<file path="config.mk">
export PLATFORM = sky130hd
export DESIGN_NAME = ntm_scalar_unit
export DESIGN_NICKNAME = d
export VERILOG_FILES = /design/src/design/ntm_arith_pkg.sv /design/src/design/ntm_cmd_pkg.sv /design/src/design/ntm_scalar_decode.sv /design/src/design/ntm_scalar_adder.sv /design/src/design/ntm_scalar_summation_function.sv /design/src/design/ntm_scalar_result.sv /design/src/design/ntm_scalar_unit.sv
export SDC_FILE = /design/constraint.sdc
export NUM_CORES = 1
export LEC_CHECK = 0
export ABC_CLOCK_PERIOD_IN_PS = 5800
export BUFFER_PORTS_ARGS = -buffer_cell sky130_fd_sc_hd__buf_2
export CAP_MARGIN = 20
export CORE_ASPECT_RATIO = 1.5
export CORE_MARGIN = 2
export CORE_UTILIZATION = 35
export CTS_CLUSTER_SIZE = 28
export DETAILED_ROUTE_END_ITERATION = 7
export PLACE_DENSITY = 0.6
export REMOVE_ABC_BUFFERS = 1
export SLEW_MARGIN = 25
export SYNTH_ARGS = -nofsm -noshare
export SYNTH_HDL_FRONTEND = slang
export SYNTH_HIERARCHICAL = 1
export SYNTH_SLANG_ARGS = --single-unit
</file>
<file path="constraint.sdc">
create_clock -name CLK -period 5.8 [get_ports CLK]
set_clock_uncertainty 0.05 [all_clocks]
set_input_delay 1.16 -clock CLK [delete_from_list [all_inputs] [get_ports CLK]]
set_output_delay 1.16 -clock CLK [all_outputs]
set_load 0.01 [all_outputs]
</file>
<file path="src/design/ntm_arith_pkg.sv">
// Data word width and type, modular add and subtract helpers
package ntm_arith_pkg;

  ////////////////////////////////////////////////////////////////////////////
  // Word format
  ////////////////////////////////////////////////////////////////////////////

  // Width of every operand, modulus, length and result
  localparam int DATA_SIZE = 32;

  // Plain unsigned data word
  typedef logic [DATA_SIZE-1:0] data_t;

  ////////////////////////////////////////////////////////////////////////////
  // Modular arithmetic
  ////////////////////////////////////////////////////////////////////////////

  // Modular sum of two words already reduced below the modulus
  // One extra bit keeps the carry so the compare sees the true sum
  function automatic data_t mod_add(data_t a, data_t b, data_t modulo);
    logic [DATA_SIZE:0] sum;
    sum = {1'b0, a} + {1'b0, b};
    // Sum is below twice the modulus, one correction is enough
    if (sum >= {1'b0, modulo}) begin
      sum = sum - {1'b0, modulo};
    end
    return sum[DATA_SIZE-1:0];
  endfunction

  // Modular difference of two words already reduced below the modulus
  function automatic data_t mod_sub(data_t a, data_t b, data_t modulo);
    data_t diff;
    diff = a - b;
    // Borrow case, the wrapped word plus the modulus lands back in range
    if (a < b) begin
      diff = diff + modulo;
    end
    return diff;
  endfunction

endpackage

</file>
<file path="src/design/ntm_cmd_pkg.sv">
// Opcode width, opcode type and command encodings
package ntm_cmd_pkg;

  ////////////////////////////////////////////////////////////////////////////
  // Command codes
  ////////////////////////////////////////////////////////////////////////////

  // Width of the OPCODE field
  localparam int OPCODE_SIZE = 2;

  // Scalar commands
  // OP_ADD  single modular addition of A and B
  // OP_SUB  single modular subtraction, A minus B
  // OP_SUM  modular summation of LENGTH_IN streamed samples
  // Code 2'b11 is left unused and is illegal on START
  typedef enum logic [OPCODE_SIZE-1:0] {
    OP_ADD = 2'b00,
    OP_SUB = 2'b01,
    OP_SUM = 2'b10
  } opcode_t;

endpackage

</file>
<file path="src/design/ntm_scalar_decode.sv">
// Command decode with operand latching, busy flag and execute launch
module ntm_scalar_decode (
  input  logic                 CLK,
  input  logic                 RST,
  input  logic                 START,
  input  ntm_cmd_pkg::opcode_t OPCODE,
  input  ntm_arith_pkg::data_t MODULO_IN,
  input  ntm_arith_pkg::data_t LENGTH_IN,
  input  ntm_arith_pkg::data_t DATA_A_IN,
  input  ntm_arith_pkg::data_t DATA_B_IN,
  input  logic                 result_done,
  output logic                 start_add,
  output logic                 sub_sel,
  output logic                 start_sum,
  output ntm_arith_pkg::data_t modulo_reg,
  output ntm_arith_pkg::data_t length_reg,
  output ntm_arith_pkg::data_t a_reg,
  output ntm_arith_pkg::data_t b_reg
);

  import ntm_cmd_pkg::*;

  // High from an accepted START until the result pulse comes back
  logic busy;
  // START taken this cycle
  logic accept;

  assign accept = START && !busy;

  ////////////////////////////////////////////////////////////////////////////
  // Control
  ////////////////////////////////////////////////////////////////////////////

  always_ff @(posedge CLK or posedge RST) begin
    if (RST) begin
      busy      <= 1'b0;
      start_add <= 1'b0;
      start_sum <= 1'b0;
    end else begin
      // One launch pulse per command, chosen by the opcode
      start_add <= accept && ((OPCODE == OP_ADD) || (OPCODE == OP_SUB));
      start_sum <= accept && (OPCODE == OP_SUM);
      // Busy set on accept, dropped by the result stage
      if (accept) begin
        busy <= 1'b1;
      end else if (result_done) begin
        busy <= 1'b0;
      end
    end
  end

  ////////////////////////////////////////////////////////////////////////////
  // Operand registers
  ////////////////////////////////////////////////////////////////////////////

  // Held stable for the whole command, execute units read them directly
  always_ff @(posedge CLK) begin
    if (accept) begin
      modulo_reg <= MODULO_IN;
      length_reg <= LENGTH_IN;
      a_reg      <= DATA_A_IN;
      b_reg      <= DATA_B_IN;
      sub_sel    <= (OPCODE == OP_SUB);
    end
  end

  ////////////////////////////////////////////////////////////////////////////
  // Checks
  ////////////////////////////////////////////////////////////////////////////

  // No new command until the previous READY has gone by
  a_start_idle : assert property (@(posedge CLK) disable iff (RST)
    START |-> !busy)
    else $error("START raised while a command is in flight");

  a_opcode_legal : assert property (@(posedge CLK) disable iff (RST)
    START |-> (OPCODE inside {OP_ADD, OP_SUB, OP_SUM}))
    else $error("illegal OPCODE on START");

  a_modulo_nonzero : assert property (@(posedge CLK) disable iff (RST)
    START |-> (MODULO_IN != '0))
    else $error("zero MODULO_IN on START");

  // Zero length would never finish the summation
  a_length_nonzero : assert property (@(posedge CLK) disable iff (RST)
    (START && (OPCODE == OP_SUM)) |-> (LENGTH_IN != '0))
    else $error("zero LENGTH_IN on summation START");

endmodule

</file>
<file path="src/design/ntm_scalar_adder.sv">
// Registered single modular addition or subtraction
module ntm_scalar_adder (
  input  logic                 CLK,
  input  logic                 RST,
  input  logic                 start_add,
  input  logic                 sub_sel,
  input  ntm_arith_pkg::data_t modulo_reg,
  input  ntm_arith_pkg::data_t a_reg,
  input  ntm_arith_pkg::data_t b_reg,
  output logic                 add_done,
  output ntm_arith_pkg::data_t add_result
);

  import ntm_arith_pkg::*;

  ////////////////////////////////////////////////////////////////////////////
  // Completion strobe
  ////////////////////////////////////////////////////////////////////////////

  // Fixed one cycle latency, done simply follows the launch
  always_ff @(posedge CLK or posedge RST) begin
    if (RST) begin
      add_done <= 1'b0;
    end else begin
      add_done <= start_add;
    end
  end

  ////////////////////////////////////////////////////////////////////////////
  // Result register
  ////////////////////////////////////////////////////////////////////////////

  // Operands come straight from the decode registers
  // sub_sel picks A minus B, otherwise A plus B
  always_ff @(posedge CLK) begin
    if (start_add) begin
      if (sub_sel) begin
        add_result <= mod_sub(a_reg, b_reg, modulo_reg);
      end else begin
        add_result <= mod_add(a_reg, b_reg, modulo_reg);
      end
    end
  end

  ////////////////////////////////////////////////////////////////////////////
  // Checks
  ////////////////////////////////////////////////////////////////////////////

  // Single correction step in the helpers needs reduced operands
  a_operands_reduced : assert property (@(posedge CLK) disable iff (RST)
    start_add |-> ((a_reg < modulo_reg) && (b_reg < modulo_reg)))
    else $error("adder operand not below modulus");

endmodule

</file>
<file path="src/design/ntm_scalar_summation_function.sv">
// Streamed modular summation over a given number of samples
module ntm_scalar_summation_function (
  input  logic                 CLK,
  input  logic                 RST,
  input  logic                 start_sum,
  input  ntm_arith_pkg::data_t modulo_reg,
  input  ntm_arith_pkg::data_t length_reg,
  input  ntm_arith_pkg::data_t DATA_IN,
  input  logic                 DATA_IN_ENABLE,
  output logic                 sum_done,
  output ntm_arith_pkg::data_t sum_result
);

  import ntm_arith_pkg::*;

  // Two state FSM, low is idle, high is accumulate
  logic  accumulating;
  // Index of the next expected sample
  data_t index_loop;
  // Running modular sum
  data_t accumulator;
  // Accumulator with the current sample folded in
  data_t next_sum;
  // Current sample is the final one
  logic  last_sample;
  // Sample taken on this edge
  logic  take_sample;

  assign next_sum    = mod_add(DATA_IN, accumulator, modulo_reg);
  assign last_sample = (index_loop == (length_reg - data_t'(1)));
  assign take_sample = accumulating && DATA_IN_ENABLE;

  ////////////////////////////////////////////////////////////////////////////
  // FSM and sample counter
  ////////////////////////////////////////////////////////////////////////////

  always_ff @(posedge CLK or posedge RST) begin
    if (RST) begin
      accumulating <= 1'b0;
      index_loop   <= '0;
      sum_done     <= 1'b0;
    end else begin
      sum_done <= 1'b0;
      if (!accumulating) begin
        // Idle, wait for the launch from decode
        if (start_sum) begin
          accumulating <= 1'b1;
          index_loop   <= '0;
        end
      end else if (DATA_IN_ENABLE) begin
        // Accumulate, one sample per enabled cycle
        if (last_sample) begin
          sum_done     <= 1'b1;
          accumulating <= 1'b0;
        end else begin
          index_loop <= index_loop + data_t'(1);
        end
      end
    end
  end

  ////////////////////////////////////////////////////////////////////////////
  // Accumulator and result
  ////////////////////////////////////////////////////////////////////////////

  always_ff @(posedge CLK) begin
    if (start_sum) begin
      // Fresh sum for every command
      accumulator <= '0;
    end else if (take_sample) begin
      accumulator <= next_sum;
    end
    // Final value goes out on the same edge that takes the last sample
    if (take_sample && last_sample) begin
      sum_result <= next_sum;
    end
  end

  ////////////////////////////////////////////////////////////////////////////
  // Checks
  ////////////////////////////////////////////////////////////////////////////

  // Stream must be reduced against the modulus latched by decode
  a_sample_reduced : assert property (@(posedge CLK) disable iff (RST)
    take_sample |-> (DATA_IN < modulo_reg))
    else $error("DATA_IN sample not below modulus");

endmodule

</file>
<file path="src/design/ntm_scalar_result.sv">
// Result merge, held output register and completion strobes
module ntm_scalar_result (
  input  logic                 CLK,
  input  logic                 RST,
  input  logic                 add_done,
  input  ntm_arith_pkg::data_t add_result,
  input  logic                 sum_done,
  input  ntm_arith_pkg::data_t sum_result,
  output ntm_arith_pkg::data_t DATA_OUT,
  output logic                 DATA_OUT_ENABLE,
  output logic                 READY,
  output logic                 result_done
);

  ////////////////////////////////////////////////////////////////////////////
  // Output register
  ////////////////////////////////////////////////////////////////////////////

  // Only one execute unit completes at a time
  // DATA_OUT keeps the last result until the next completion
  always_ff @(posedge CLK or posedge RST) begin
    if (RST) begin
      DATA_OUT        <= '0;
      DATA_OUT_ENABLE <= 1'b0;
    end else begin
      DATA_OUT_ENABLE <= add_done || sum_done;
      if (add_done) begin
        DATA_OUT <= add_result;
      end else if (sum_done) begin
        DATA_OUT <= sum_result;
      end
    end
  end

  ////////////////////////////////////////////////////////////////////////////
  // Strobes
  ////////////////////////////////////////////////////////////////////////////

  // READY and the busy release to decode share the data strobe
  assign READY       = DATA_OUT_ENABLE;
  assign result_done = DATA_OUT_ENABLE;

  ////////////////////////////////////////////////////////////////////////////
  // Checks
  ////////////////////////////////////////////////////////////////////////////

  // Decode launches one unit per command, completions never collide
  a_single_completion : assert property (@(posedge CLK) disable iff (RST)
    !(add_done && sum_done))
    else $error("adder and summation completed in the same cycle");

endmodule

</file>
<file path="src/design/ntm_scalar_unit.sv">
// Scalar arithmetic unit top level, decode, execute and result
module ntm_scalar_unit (
  input  logic                 CLK,
  input  logic                 RST,
  input  logic                 START,
  input  ntm_cmd_pkg::opcode_t OPCODE,
  input  ntm_arith_pkg::data_t MODULO_IN,
  input  ntm_arith_pkg::data_t LENGTH_IN,
  input  ntm_arith_pkg::data_t DATA_A_IN,
  input  ntm_arith_pkg::data_t DATA_B_IN,
  input  ntm_arith_pkg::data_t DATA_IN,
  input  logic                 DATA_IN_ENABLE,
  output logic                 READY,
  output logic                 DATA_OUT_ENABLE,
  output ntm_arith_pkg::data_t DATA_OUT
);

  import ntm_arith_pkg::*;

  ////////////////////////////////////////////////////////////////////////////
  // Internal signals
  ////////////////////////////////////////////////////////////////////////////

  // Latched command operands
  data_t modulo_reg;
  data_t length_reg;
  data_t a_reg;
  data_t b_reg;

  // Launch pulses and subtract select
  logic  start_add;
  logic  sub_sel;
  logic  start_sum;

  // Execute completions
  logic  add_done;
  data_t add_result;
  logic  sum_done;
  data_t sum_result;

  // Busy release back to decode
  logic  result_done;

  ////////////////////////////////////////////////////////////////////////////
  // Decode
  ////////////////////////////////////////////////////////////////////////////

  ntm_scalar_decode u_decode (
    .CLK         (CLK),
    .RST         (RST),
    .START       (START),
    .OPCODE      (OPCODE),
    .MODULO_IN   (MODULO_IN),
    .LENGTH_IN   (LENGTH_IN),
    .DATA_A_IN   (DATA_A_IN),
    .DATA_B_IN   (DATA_B_IN),
    .result_done (result_done),
    .start_add   (start_add),
    .sub_sel     (sub_sel),
    .start_sum   (start_sum),
    .modulo_reg  (modulo_reg),
    .length_reg  (length_reg),
    .a_reg       (a_reg),
    .b_reg       (b_reg)
  );

  ////////////////////////////////////////////////////////////////////////////
  // Execute
  ////////////////////////////////////////////////////////////////////////////

  // Single add or subtract
  ntm_scalar_adder u_adder (
    .CLK        (CLK),
    .RST        (RST),
    .start_add  (start_add),
    .sub_sel    (sub_sel),
    .modulo_reg (modulo_reg),
    .a_reg      (a_reg),
    .b_reg      (b_reg),
    .add_done   (add_done),
    .add_result (add_result)
  );

  // Streamed summation
  ntm_scalar_summation_function u_summation (
    .CLK            (CLK),
    .RST            (RST),
    .start_sum      (start_sum),
    .modulo_reg     (modulo_reg),
    .length_reg     (length_reg),
    .DATA_IN        (DATA_IN),
    .DATA_IN_ENABLE (DATA_IN_ENABLE),
    .sum_done       (sum_done),
    .sum_result     (sum_result)
  );

  ////////////////////////////////////////////////////////////////////////////
  // Result
  ////////////////////////////////////////////////////////////////////////////

  ntm_scalar_result u_result (
    .CLK             (CLK),
    .RST             (RST),
    .add_done        (add_done),
    .add_result      (add_result),
    .sum_done        (sum_done),
    .sum_result      (sum_result),
    .DATA_OUT        (DATA_OUT),
    .DATA_OUT_ENABLE (DATA_OUT_ENABLE),
    .READY           (READY),
    .result_done     (result_done)
  );

endmodule

</file>
Word level (Yosys, flattened, before mapping)
Index checks and enable logic that the tools add are counted.

word-level totals
  logic and storage cells = 65
  bits in registers = 296
  input bits = 166
  output and inout port bits = 34

cells by class
  order comparisons = 3
  add/sub/neg operators = 8
  reduce and logical (&&, ||, !) cells = 13
  equality and inequality tests = 5
  muxes and demuxes = 19

operator list
  operator                 number
  $mux W32                 10
  $sub A32 B32 Y32         3
  $add A32 B32 Y33         2
  $ge A33 B32 Y1           2
  $add A32 B1 Y32 const B  1
  $add A32 B32 Y32         1
  $eq A32 B32 Y1           1
  $lt A32 B32 Y1           1
  $sub A32 B1 Y32 const B  1
  $mux W1                  9
  $reduce_bool A2 Y1       3
  $logic_and A1 B1 Y1      5
  $ne A2 B2 Y1 const B     2
  $reduce_and A3 Y1        1
  $eq A2 B1 Y1 const B     1
  $eq A2 B2 Y1 const B     1
  $logic_not A2 Y1         1
  $logic_or A1 B1 Y1       2
  $logic_not A1 Y1         1

Depth between registers and ports, before layout
Gate-level depths: netlist of the first run.

  word-level depth = 5
  mapped depth = 23
  depth with buffers taken out = 23

Modules after synthesis
Netlist of the first run, hierarchy kept.

by module, submodules not included
  module                         times used  cells each  seq. area each (um2)  area an instance (um2)
  ntm_scalar_summation_function  1           1095        2452.4                9103.7
  ntm_scalar_adder               1           1213        985.9                 9007.4
  ntm_scalar_decode              1           140         3948.8                4001.3
  ntm_scalar_result              1           144         825.8                 1556.5

Worst setup path before layout of the first run
Ideal clock, no wire load.

  path type = input port to flip-flop
  start point = input DATA_IN[0]
  end point = register u_summation.sum_result[21] (data pin)
  setup time = 0.254 ns
  stages on the path = 21
  path buffers = 3
  data required time = 5.496 ns
  path slack = 0.035 ns
  data arrival time = 5.461 ns
  cells stage by stage = ha_1 > fa_1 > a211oi_1 > o21bai_1 > o21ai_0 > nand2_1 > a21o_1 > a21oi_1 > xnor2_1 > ha_1 > clkbuf_1 > a21oi_1 > o21ai_0 > a2111oi_0 > a211oi_1 > o2111ai_1 > and2_1 > buf_2 > clkbuf_1 > nor2_1 > a21o_1

between the ends
  word-level cells in the longest chain between the ends = 3
  elaborated cells on any way between the ends = 4
  those cells by class = add/sub: 2; order compare: 1; mux: 1

RTL lines
  what                                                line                                      source
  start, declared                                     ntm_scalar_unit.sv:11                     input ntm_arith_pkg::data_t DATA_IN,
  $add A32 B32 Y33 (*)                                ntm_arith_pkg.sv:22                       sum = {1'b0, a} + {1'b0, b};
  $sub A32 B32 Y32 or $ge A33 B32 Y1 (tied branches)  ntm_arith_pkg.sv:25, ntm_arith_pkg.sv:24
  $mux W32 (*)                                        ntm_arith_pkg.sv:24                       if (sum >= {1'b0, modulo}) begin
  named net u_summation.next_sum[21]                  ntm_scalar_summation_function.sv:23       data_t next_sum;
  end signal, assigned                                ntm_scalar_summation_function.sv:75       sum_result <= next_sum;
  end, declared                                       ntm_scalar_summation_function.sv:11       output ntm_arith_pkg::data_t sum_result

The timed path passes the listed nets; every way through them passes the cells marked *.
A chain may end at the register's enable or synchronous reset.

Final worst setup path of the first run
  start point = register u_decode.a_reg[1]
  end point = register u_adder.add_result[12] (data pin)

between the ends
  word-level cells in the longest chain between the ends = 4
  elaborated cells on any way between the ends = 9
  those cells by class = add/sub: 4; order compare: 2; mux: 3

RTL lines
  what                                                  line                                      source
  start, declared                                       ntm_scalar_decode.sv:17                   output ntm_arith_pkg::data_t a_reg,
  start signal, assigned                                ntm_scalar_decode.sv:61                   a_reg <= DATA_A_IN;
  $add A32 B32 Y33 or $sub A32 B32 Y32 (tied branches)  ntm_arith_pkg.sv:22, ntm_arith_pkg.sv:33
  $sub A32 B32 Y32 (tied with other cells)              ntm_arith_pkg.sv:25                       sum = sum - {1'b0, modulo};
  $mux W32, on equally long branches                    ntm_arith_pkg.sv:24, ntm_arith_pkg.sv:35
  $mux W32 (*)                                          ntm_scalar_adder.sv:37                    if (sub_sel) begin
  end signal, assigned                                  ntm_scalar_adder.sv:38                    add_result <= mod_sub(a_reg, b_reg, modulo_reg);
  end signal, assigned                                  ntm_scalar_adder.sv:40                    add_result <= mod_add(a_reg, b_reg, modulo_reg);
  end, declared                                         ntm_scalar_adder.sv:11                    output ntm_arith_pkg::data_t add_result

Mark *: on every way between the ends. The rest lies on a longest branch, timed or not.

==> results of run 1 <==
-- final timing paths --
kind,slack [ps],endpoint,startpoint
setup / recovery,190,u_adder/add_result[12]$_DFFE_PP_,u_decode/a_reg[1]$_DFFE_PP_
hold / removal,390,u_adder/add_done$_DFF_PP0_,RST
setup reg to reg,190,u_adder/add_result[12]$_DFFE_PP_,u_decode/a_reg[1]$_DFFE_PP_
hold reg to reg,410,u_result/DATA_OUT[16]$_DFFE_PP0P_,u_adder/add_result[16]$_DFFE_PP_
max in group asynchronous,4640,u_result/DATA_OUT[25]$_DFFE_PP0P_,RST
min in group CLK,410,u_result/DATA_OUT[16]$_DFFE_PP0P_,u_adder/add_result[16]$_DFFE_PP_
-- metrics by stage --
stage,TNS (ps),utilization (%),std cells,hold WS [ps]
after CTS,0,41.7,3839,355
after global placement,-2780,40.2,3781,384
final,0,42.2,3851,394
after detailed placement,-4340,40.2,3781,399
after global routing,-140,42.2,3851,370
after floorplan,-4120,-,2480,380
-- per-layer routing --
metal | global-route usage, % | share of wire (%) | routed length (µm) | vias up
li1 | - | - | - | 10229
met4 | 9.86 | 5.4 | 3830 | 0
met2 | 38.6 | 53 | 37700 | 476
met3 | 1.59 | 3.2 | 2260 | 157
met1 | 21.6 | 39 | 27700 | 9674
met5 | 0 | 0 | 0 | -
-- layout make-up --
cell class | count | area, µm² | share of cell area [%]
Tap cell | 885 | 1110 | 3.93
Sequential cell | 296 | 8220 | 29.2
Inverter | 180 | 681 | 2.42
Clock buffer | 33 | 783 | 2.78
Clock inverter | 25 | 250 | 0.889
Timing Repair Buffer | 428 | 2760 | 9.79
Multi-Input combinational cell | 2004 | 14300 | 51.0
-- cell usage after synthesis, drive strengths merged (30+ instances only) --
master	n	share of area [%]
a21o	59	1.9
nor2	184	2.9
edfxtp	193	24
o21bai	38	1.2
inv	179	2.8
dfrtp	71	7.5
nand2	188	3.0
nand2b	41	1.1
o21a	40	1.3
mux2i	76	3.2
a31oi	35	0.93
xnor2	152	5.6
xor2	57	2.1
nand3	58	1.2
clkbuf	66	1.1
nor3	47	1.1
nand4	35	0.99
o21ai	155	3.4
ha	193	10
and2	30	0.79
a211oi	46	1.5
a21oi	208	4.4
and3	35	0.93
buf	46	1.6
dfxtp	32	2.7
-- power breakdown --
part / switching (mW) / internal, mW
logic: 6.42 / 5.58
registers: 0.385 / 3.04
clock network: 0.891 / 1.16
-- worst max-delay path: cells and delay by family (launching register included) --
| family | cells | cell delay (ps) |
|---|---|---|
| AOI/OAI and AO/OA | 7 | 1330 |
| and+or+nand+nor | 6 | 1500 |
| DFF | 1 | 430 |
| adders and majority gates | 2 | 810 |
| buffers and inverters | 7 | 1040 |
| xor gates and xnor gates | 1 | 140 |
-- logic make-up (layout without fill, tap and decap cells) --
kind of cell	after synthesis	after routing	share of synthesized area, %
muxes	103	103	4.50
AOI/OAI and AO/OA	762	762	21.3
xor gates and xnor gates	209	209	7.73
buffers and inverters	292	666	5.48
and+or+nand+nor	731	731	15.6
adders and majority gates	199	199	10.7
DFF	296	296	34.7
-- repair_timing --
| item | 4_1_cts | 5_1_grt |
|---|---|---|
| endpoints found under the setup margin | 4 | 32 |
| resized for setup | 2 | 39 |
| pin swaps | 0 | 13 |
| buffers inserted | 0 | 12 |
==> results.md, run 1 <==
* Yosys reg bits at 296
* Worst-path cell chain: buf_4, fa_1, nor2b_1, or3_1, a21oi_2, a21oi_2, a211o_1, buf_4, o31ai_4, xnor2_1, ha_1, nand4_1, buf_4, or3b_2, inv_1, nand4_1, or2_2, o211ai_2, buf_12, inv_2, buf_4, a211oi_1, a21oi_1
* Max Freq at 178 MHz
* Residual DRC at 0
* Grt total ovfl at 0
* Setup WS pre-CTS at -124 ps
* CP endpoint kind: register
* Share of flip-flops with an asynchronous set or reset at 24.0%
* Worst-Margin Slew at 785 ps
* Mean routed wirelength per cell at 18.6 µm
* Crit path max fanout at 22
* Die W at 216 µm
* EDFF count, synth at 193
* Fill count at 6,742
* Initial DRC count at 987
* Hpwl dp at 57,900 µm
* Drt first pass iters at 7
* DRT Wirelength at 71,500 µm
* Status: complete, no violations
* Final worst slack at 187 ps
* Worst-path clk slew at 60 ps
* Vias in the first global route at 20,560
* RSZ-0062 raised after global routing: true
* Initial antenna violation count at 2
* Overall routing resource usage at 20.0%
* Setup Viol. Count Final at 0
* Worst Path Arrival at 5880 ps
* Final Cell Area at 28,100 µm²
* Critical path required time at 6070 ps
* Maximum buffer depth of the clock tree at 3
* Crit-path most repeated cell: buf_4
* H-tree Lvls at 1
* Worst IR Drop VDD at 0.000334 V
* Rel. slew slack at 47.2%
* FP Rows at 116
* CTS tree: yes
* Max-Cap Viols at 0
* Die area at 69,800 µm²
* Final period utilization at 96.8%
* Static leakage at 11.9 nW
* Area Growth Syn to Fin at 18.9%
* Core footprint at 66,800 µm²
* Chip height at 322 µm
* Pin count of the biggest net entering global routing at 66
* Ys Warns at 6
* Clock latency on the worst-skew pair at 610 ps
* PwrDens at 621 nW/µm²
* First-pass GRT wire length at 110,000 µm
* Pwr Total at 17.5 mW
* Post-layout min period at 5610 ps
* CTS Root Cell: clkbuf_16
* Post-synth top flop: edfxtp_1
* Share of cells above drive strength 1 at 20.0%
* Placed inst area at 26,800 µm²
* Syn_area_per_cell at 9.13 µm²
* Crit path max-delay cell type: or3b_2
* Via/cell ratio at 5.33
* Most frequent cells in the layout: buf_4, a21oi_1, buf_2
* Ant. Diodes at 0
* Routed vias at 20,536
* Port Buffer Count at 199
* Clk sinks at 296
* Slew Limit Fails at 0
* # hold bufs at CTS at 0
* Worst Setup Start Kind: register
* Post-synthesis sequential area ratio at 34.7%
* Post-synth cell types at 100
* HP Class: in2async
* Setup Crit Path Kind: reg2reg
* Critical Path Max Stage Delay at 450 ps
* CTS Buf Count at 31
* Most common cell after layout, fill and taps aside: buf_4
* Syn Std Cell Area at 23,700 µm²
* Num ports at 200
* Routed Antenna Nets at 0
* Net count, final at 3,306
* Fin. Hold Viols at 0
* Final GP Congestion at 0.937
* Mapped Cells at 2,592
* FF-to-FF path depth at 23
* Initial Utilization at 35.5%
(Power assumes the default switching activity.)
==> run 2: changes to the inputs <==
--- a/config.mk
+++ b/config.mk
@@ -5,7 +5,6 @@
 export SDC_FILE = /design/constraint.sdc
 export NUM_CORES = 1
 export LEC_CHECK = 0
-export ABC_CLOCK_PERIOD_IN_PS = 5800
 export BUFFER_PORTS_ARGS = -buffer_cell sky130_fd_sc_hd__buf_2
 export CAP_MARGIN = 20
 export CORE_ASPECT_RATIO = 1.5
@@ -13,7 +12,9 @@
 export CORE_UTILIZATION = 35
 export CTS_CLUSTER_SIZE = 28
 export DETAILED_ROUTE_END_ITERATION = 7
+export GPL_TIMING_DRIVEN = 1
 export PLACE_DENSITY = 0.6
+export RECOVER_POWER = 25
 export REMOVE_ABC_BUFFERS = 1
 export SLEW_MARGIN = 25
 export SYNTH_ARGS = -nofsm -noshare
==> run 2 against run 1 <==
Effect of this change: the flow now finishes with violations (capacitance limit, slew limit); sequential share of layout area is essentially flat; die area unchanged; hold slack better by 15 ps; core utilization is 0.062 points lower; final area down 0.15%; sequential power about the same; wire length is essentially flat; power barely moved; largest power group unchanged.
==> results.md, run 2 (synthesis gave the netlist of run 1 again) <==
* Cells after DPL at 3,781 (unchanged)
* Worst Setup Start Kind: register
* FF-to-FF path depth at 23 (unchanged)
* Clock latency on the worst-skew pair at 610 ps (about the same)
* # hold bufs at CTS at 0 (unchanged)
* Initial antenna violation count at 2 (unchanged)
* Vias in the first global route at 20,560 (unchanged)
* Hold path cells at 2
* First-pass GRT wire length at 110,000 µm (unchanged)
* RR Startpoint: u_decode/a_reg[1]$_DFFE_PP_
* R2R Setup Slk at 180 ps (about the same)
* Num ports at 200 (unchanged)
* Routed Antenna Nets at 0 (unchanged)
* Area of the multi-input gates at 14,300 µm² (about the same)
* Placed inst area at 26,800 µm² (unchanged)
* Fin. Hold Viols at 0 (unchanged)
* Overall routing resource usage at 20.0% (unchanged)
* Hpwl dp at 57,900 µm (unchanged)
* Fill count at 6,747 (+0.074%)
* Register area at 8220 µm² (unchanged)
* Routed vias at 20,516 (-0.097%)
* Status: finished, violations left
* Drt first pass iters at 5 (-2)
* Share of cells above drive strength 1 at 19.2% (-0.78 points)
* Die W at 216 µm (unchanged)
* Final setup TNS at 0 ps (unchanged)
* Max-Cap Viols at 2 (+2)
* HP Class: reg2reg
* Most common cell after layout, fill and taps aside: buf_4
* Residual DRC at 0 (unchanged)
* Final period utilization at 96.9% (+0.099 points)
* CP endpoint kind: register
* Grt total ovfl at 0 (unchanged)
* Setup Crit Path Kind: reg2reg
* Initial DRC count at 1,020 (+3.3%)
* Net count, final at 3,306 (unchanged)
* Hold_sp: u_adder/add_result[16]$_DFFE_PP_
* Pwr Total at 17.5 mW (about the same)
* CTS Root Cell: clkbuf_16
* Mean routed wirelength per cell at 18.6 µm (about the same)
* Critical path required time at 6100 ps (+30 ps)
* Crit path max fanout at 22 (unchanged)
* Die area at 69,800 µm² (unchanged)
* Chip height at 322 µm (unchanged)
* Worst-Margin Slew at 2020 ps (+1240 ps)
* Slew Limit Fails at 68 (+68)
* Via/cell ratio at 5.33 (-0.12%)
* Final GP Congestion at 0.937 (unchanged)
* Final Non-Filler Cells at 3,852 (+0.026%)
* Worst Path Arrival at 5920 ps (+40 ps)
* Hold Path End: u_result/DATA_OUT[16]$_DFFE_PP0P_
* RSZ-0062 raised after global routing: true
* DRT Wirelength at 71,500 µm (about the same)
* Most frequent cells in the layout: buf_4, a21oi_1, edfxtp_1
* Pin count of the biggest net entering global routing at 66 (unchanged)
* Maximum buffer depth of the clock tree at 3 (unchanged)
* Worst-path clk slew at 60 ps (about the same)
* Clk sinks at 296 (unchanged)
* Rel. slew slack at -34.7% (-82 points)
* Failing checks: capacitance limit, slew limit
* CTS tree: yes
* FF-to-FF End: u_adder/add_result[27]$_DFFE_PP_
* Initial Utilization at 35.5% (unchanged)
* Core footprint at 66,800 µm² (unchanged)
* Static leakage at 11.8 nW (-0.58%)
* CTS Buf Count at 31 (unchanged)
* Setup Viol. Count Final at 0 (unchanged)
* H-tree Lvls at 1 (unchanged)
* Worst IR Drop VDD at 0.000334 V (-0.16%)
* Final Cell Area at 28,100 µm² (-0.15%)
* Max Freq at 178 MHz (-0.10%)
* Port Buffer Count at 199 (unchanged)
* Area Growth Syn to Fin at 18.7%
* PwrDens at 621 nW/µm² (about the same)
* FP Rows at 116 (unchanged)
* Post-layout min period at 5620 ps (+5.73 ps)
[run 2: cell types whose count changed in the layout (fill, tap and decap cells not counted), sizes merged]
cell and change:
buf -21, clkbuf +21, diode +1
[run 2: worst max-delay path: stages, from the launching register on]
cell and delay [ps]:
edfxtp_1 430, buf_4 170, fa_1 430, nor2b_1 160, or3_1 320, a21oi_2 180
a21oi_2 120, a211o_1 300, buf_4 170, o31ai_4 260, xnor2_1 140, ha_1 380
nand4_1 150, buf_4 160, or3b_2 450, inv_1 110, nand4_1 90, or2_2 330
o211ai_2 110, buf_12 180, inv_2 70, nor2_2 280, a211oi_1 130, buf_4 150
[run 2: what timing repair did]
action | 4_1_cts | 5_1_grt
pin swaps | 0 | 13
endpoints found under the setup margin | 4 | 32
resized for setup | 2 | 39
buffers inserted | 0 | 12
[run 2: layer usage]
layer,up-vias,wire length [µm],track usage [%]
met4,0,3840,9.86
met3,163,2270,1.59
met5,-,0,0
met2,459,37700,38.6
met1,9674,27600,21.6
li1,10220,-,-
[run 2: worst max-delay path by stage]
stage / start / end / slack [ps] / cells past startpoint
floorplan: DATA_IN[0] / u_summation/accumulator[22]$_SDFFE_PP0P_ / -140 / 18
global placement: DATA_IN[0] / u_summation/accumulator[30]$_SDFFE_PP0P_ / -100 / 23
detailed placement: DATA_IN[0] / u_summation/accumulator[29]$_SDFFE_PP0P_ / -120 / 22
CTS: u_decode/a_reg[0]$_DFFE_PP_ / u_adder/add_result[24]$_DFFE_PP_ / 7 / 24
global route: u_decode/a_reg[1]$_DFFE_PP_ / u_adder/add_result[13]$_DFFE_PP_ / -30 / 23
finish: u_decode/a_reg[1]$_DFFE_PP_ / u_adder/add_result[27]$_DFFE_PP_ / 180 / 23
[run 2: final cells by class]
| cell class | count | share of cell area, % |
|---|---|---|
| antenna | 1 | 0.00891 |
| clock buffer | 33 | 2.79 |
| clock inverter | 25 | 0.891 |
| inverter | 180 | 2.42 |
| multi-input combinational | 2004 | 51.0 |
| sequential | 296 | 29.3 |
| tap | 885 | 3.94 |
| timing repair buffer | 428 | 9.70 |
[run 2: power breakdown]
group          internal (mW)  leakage [nW]  switching [mW]
Clock                   1.16         0.496           0.892
Sequential              3.04          2.91           0.385
Combinational           5.57          8.44            6.41
[run 2: metrics by stage]
stage	setup WS [ps]	hold WS [ps]	utilization (%)
final	181	409	42.1
after global routing	-28.1	424	42.1
after CTS	6.95	355	41.7
after detailed placement	-124	399	40.2
after global placement	-98.8	384	40.2
after floorplan	-137	380	-
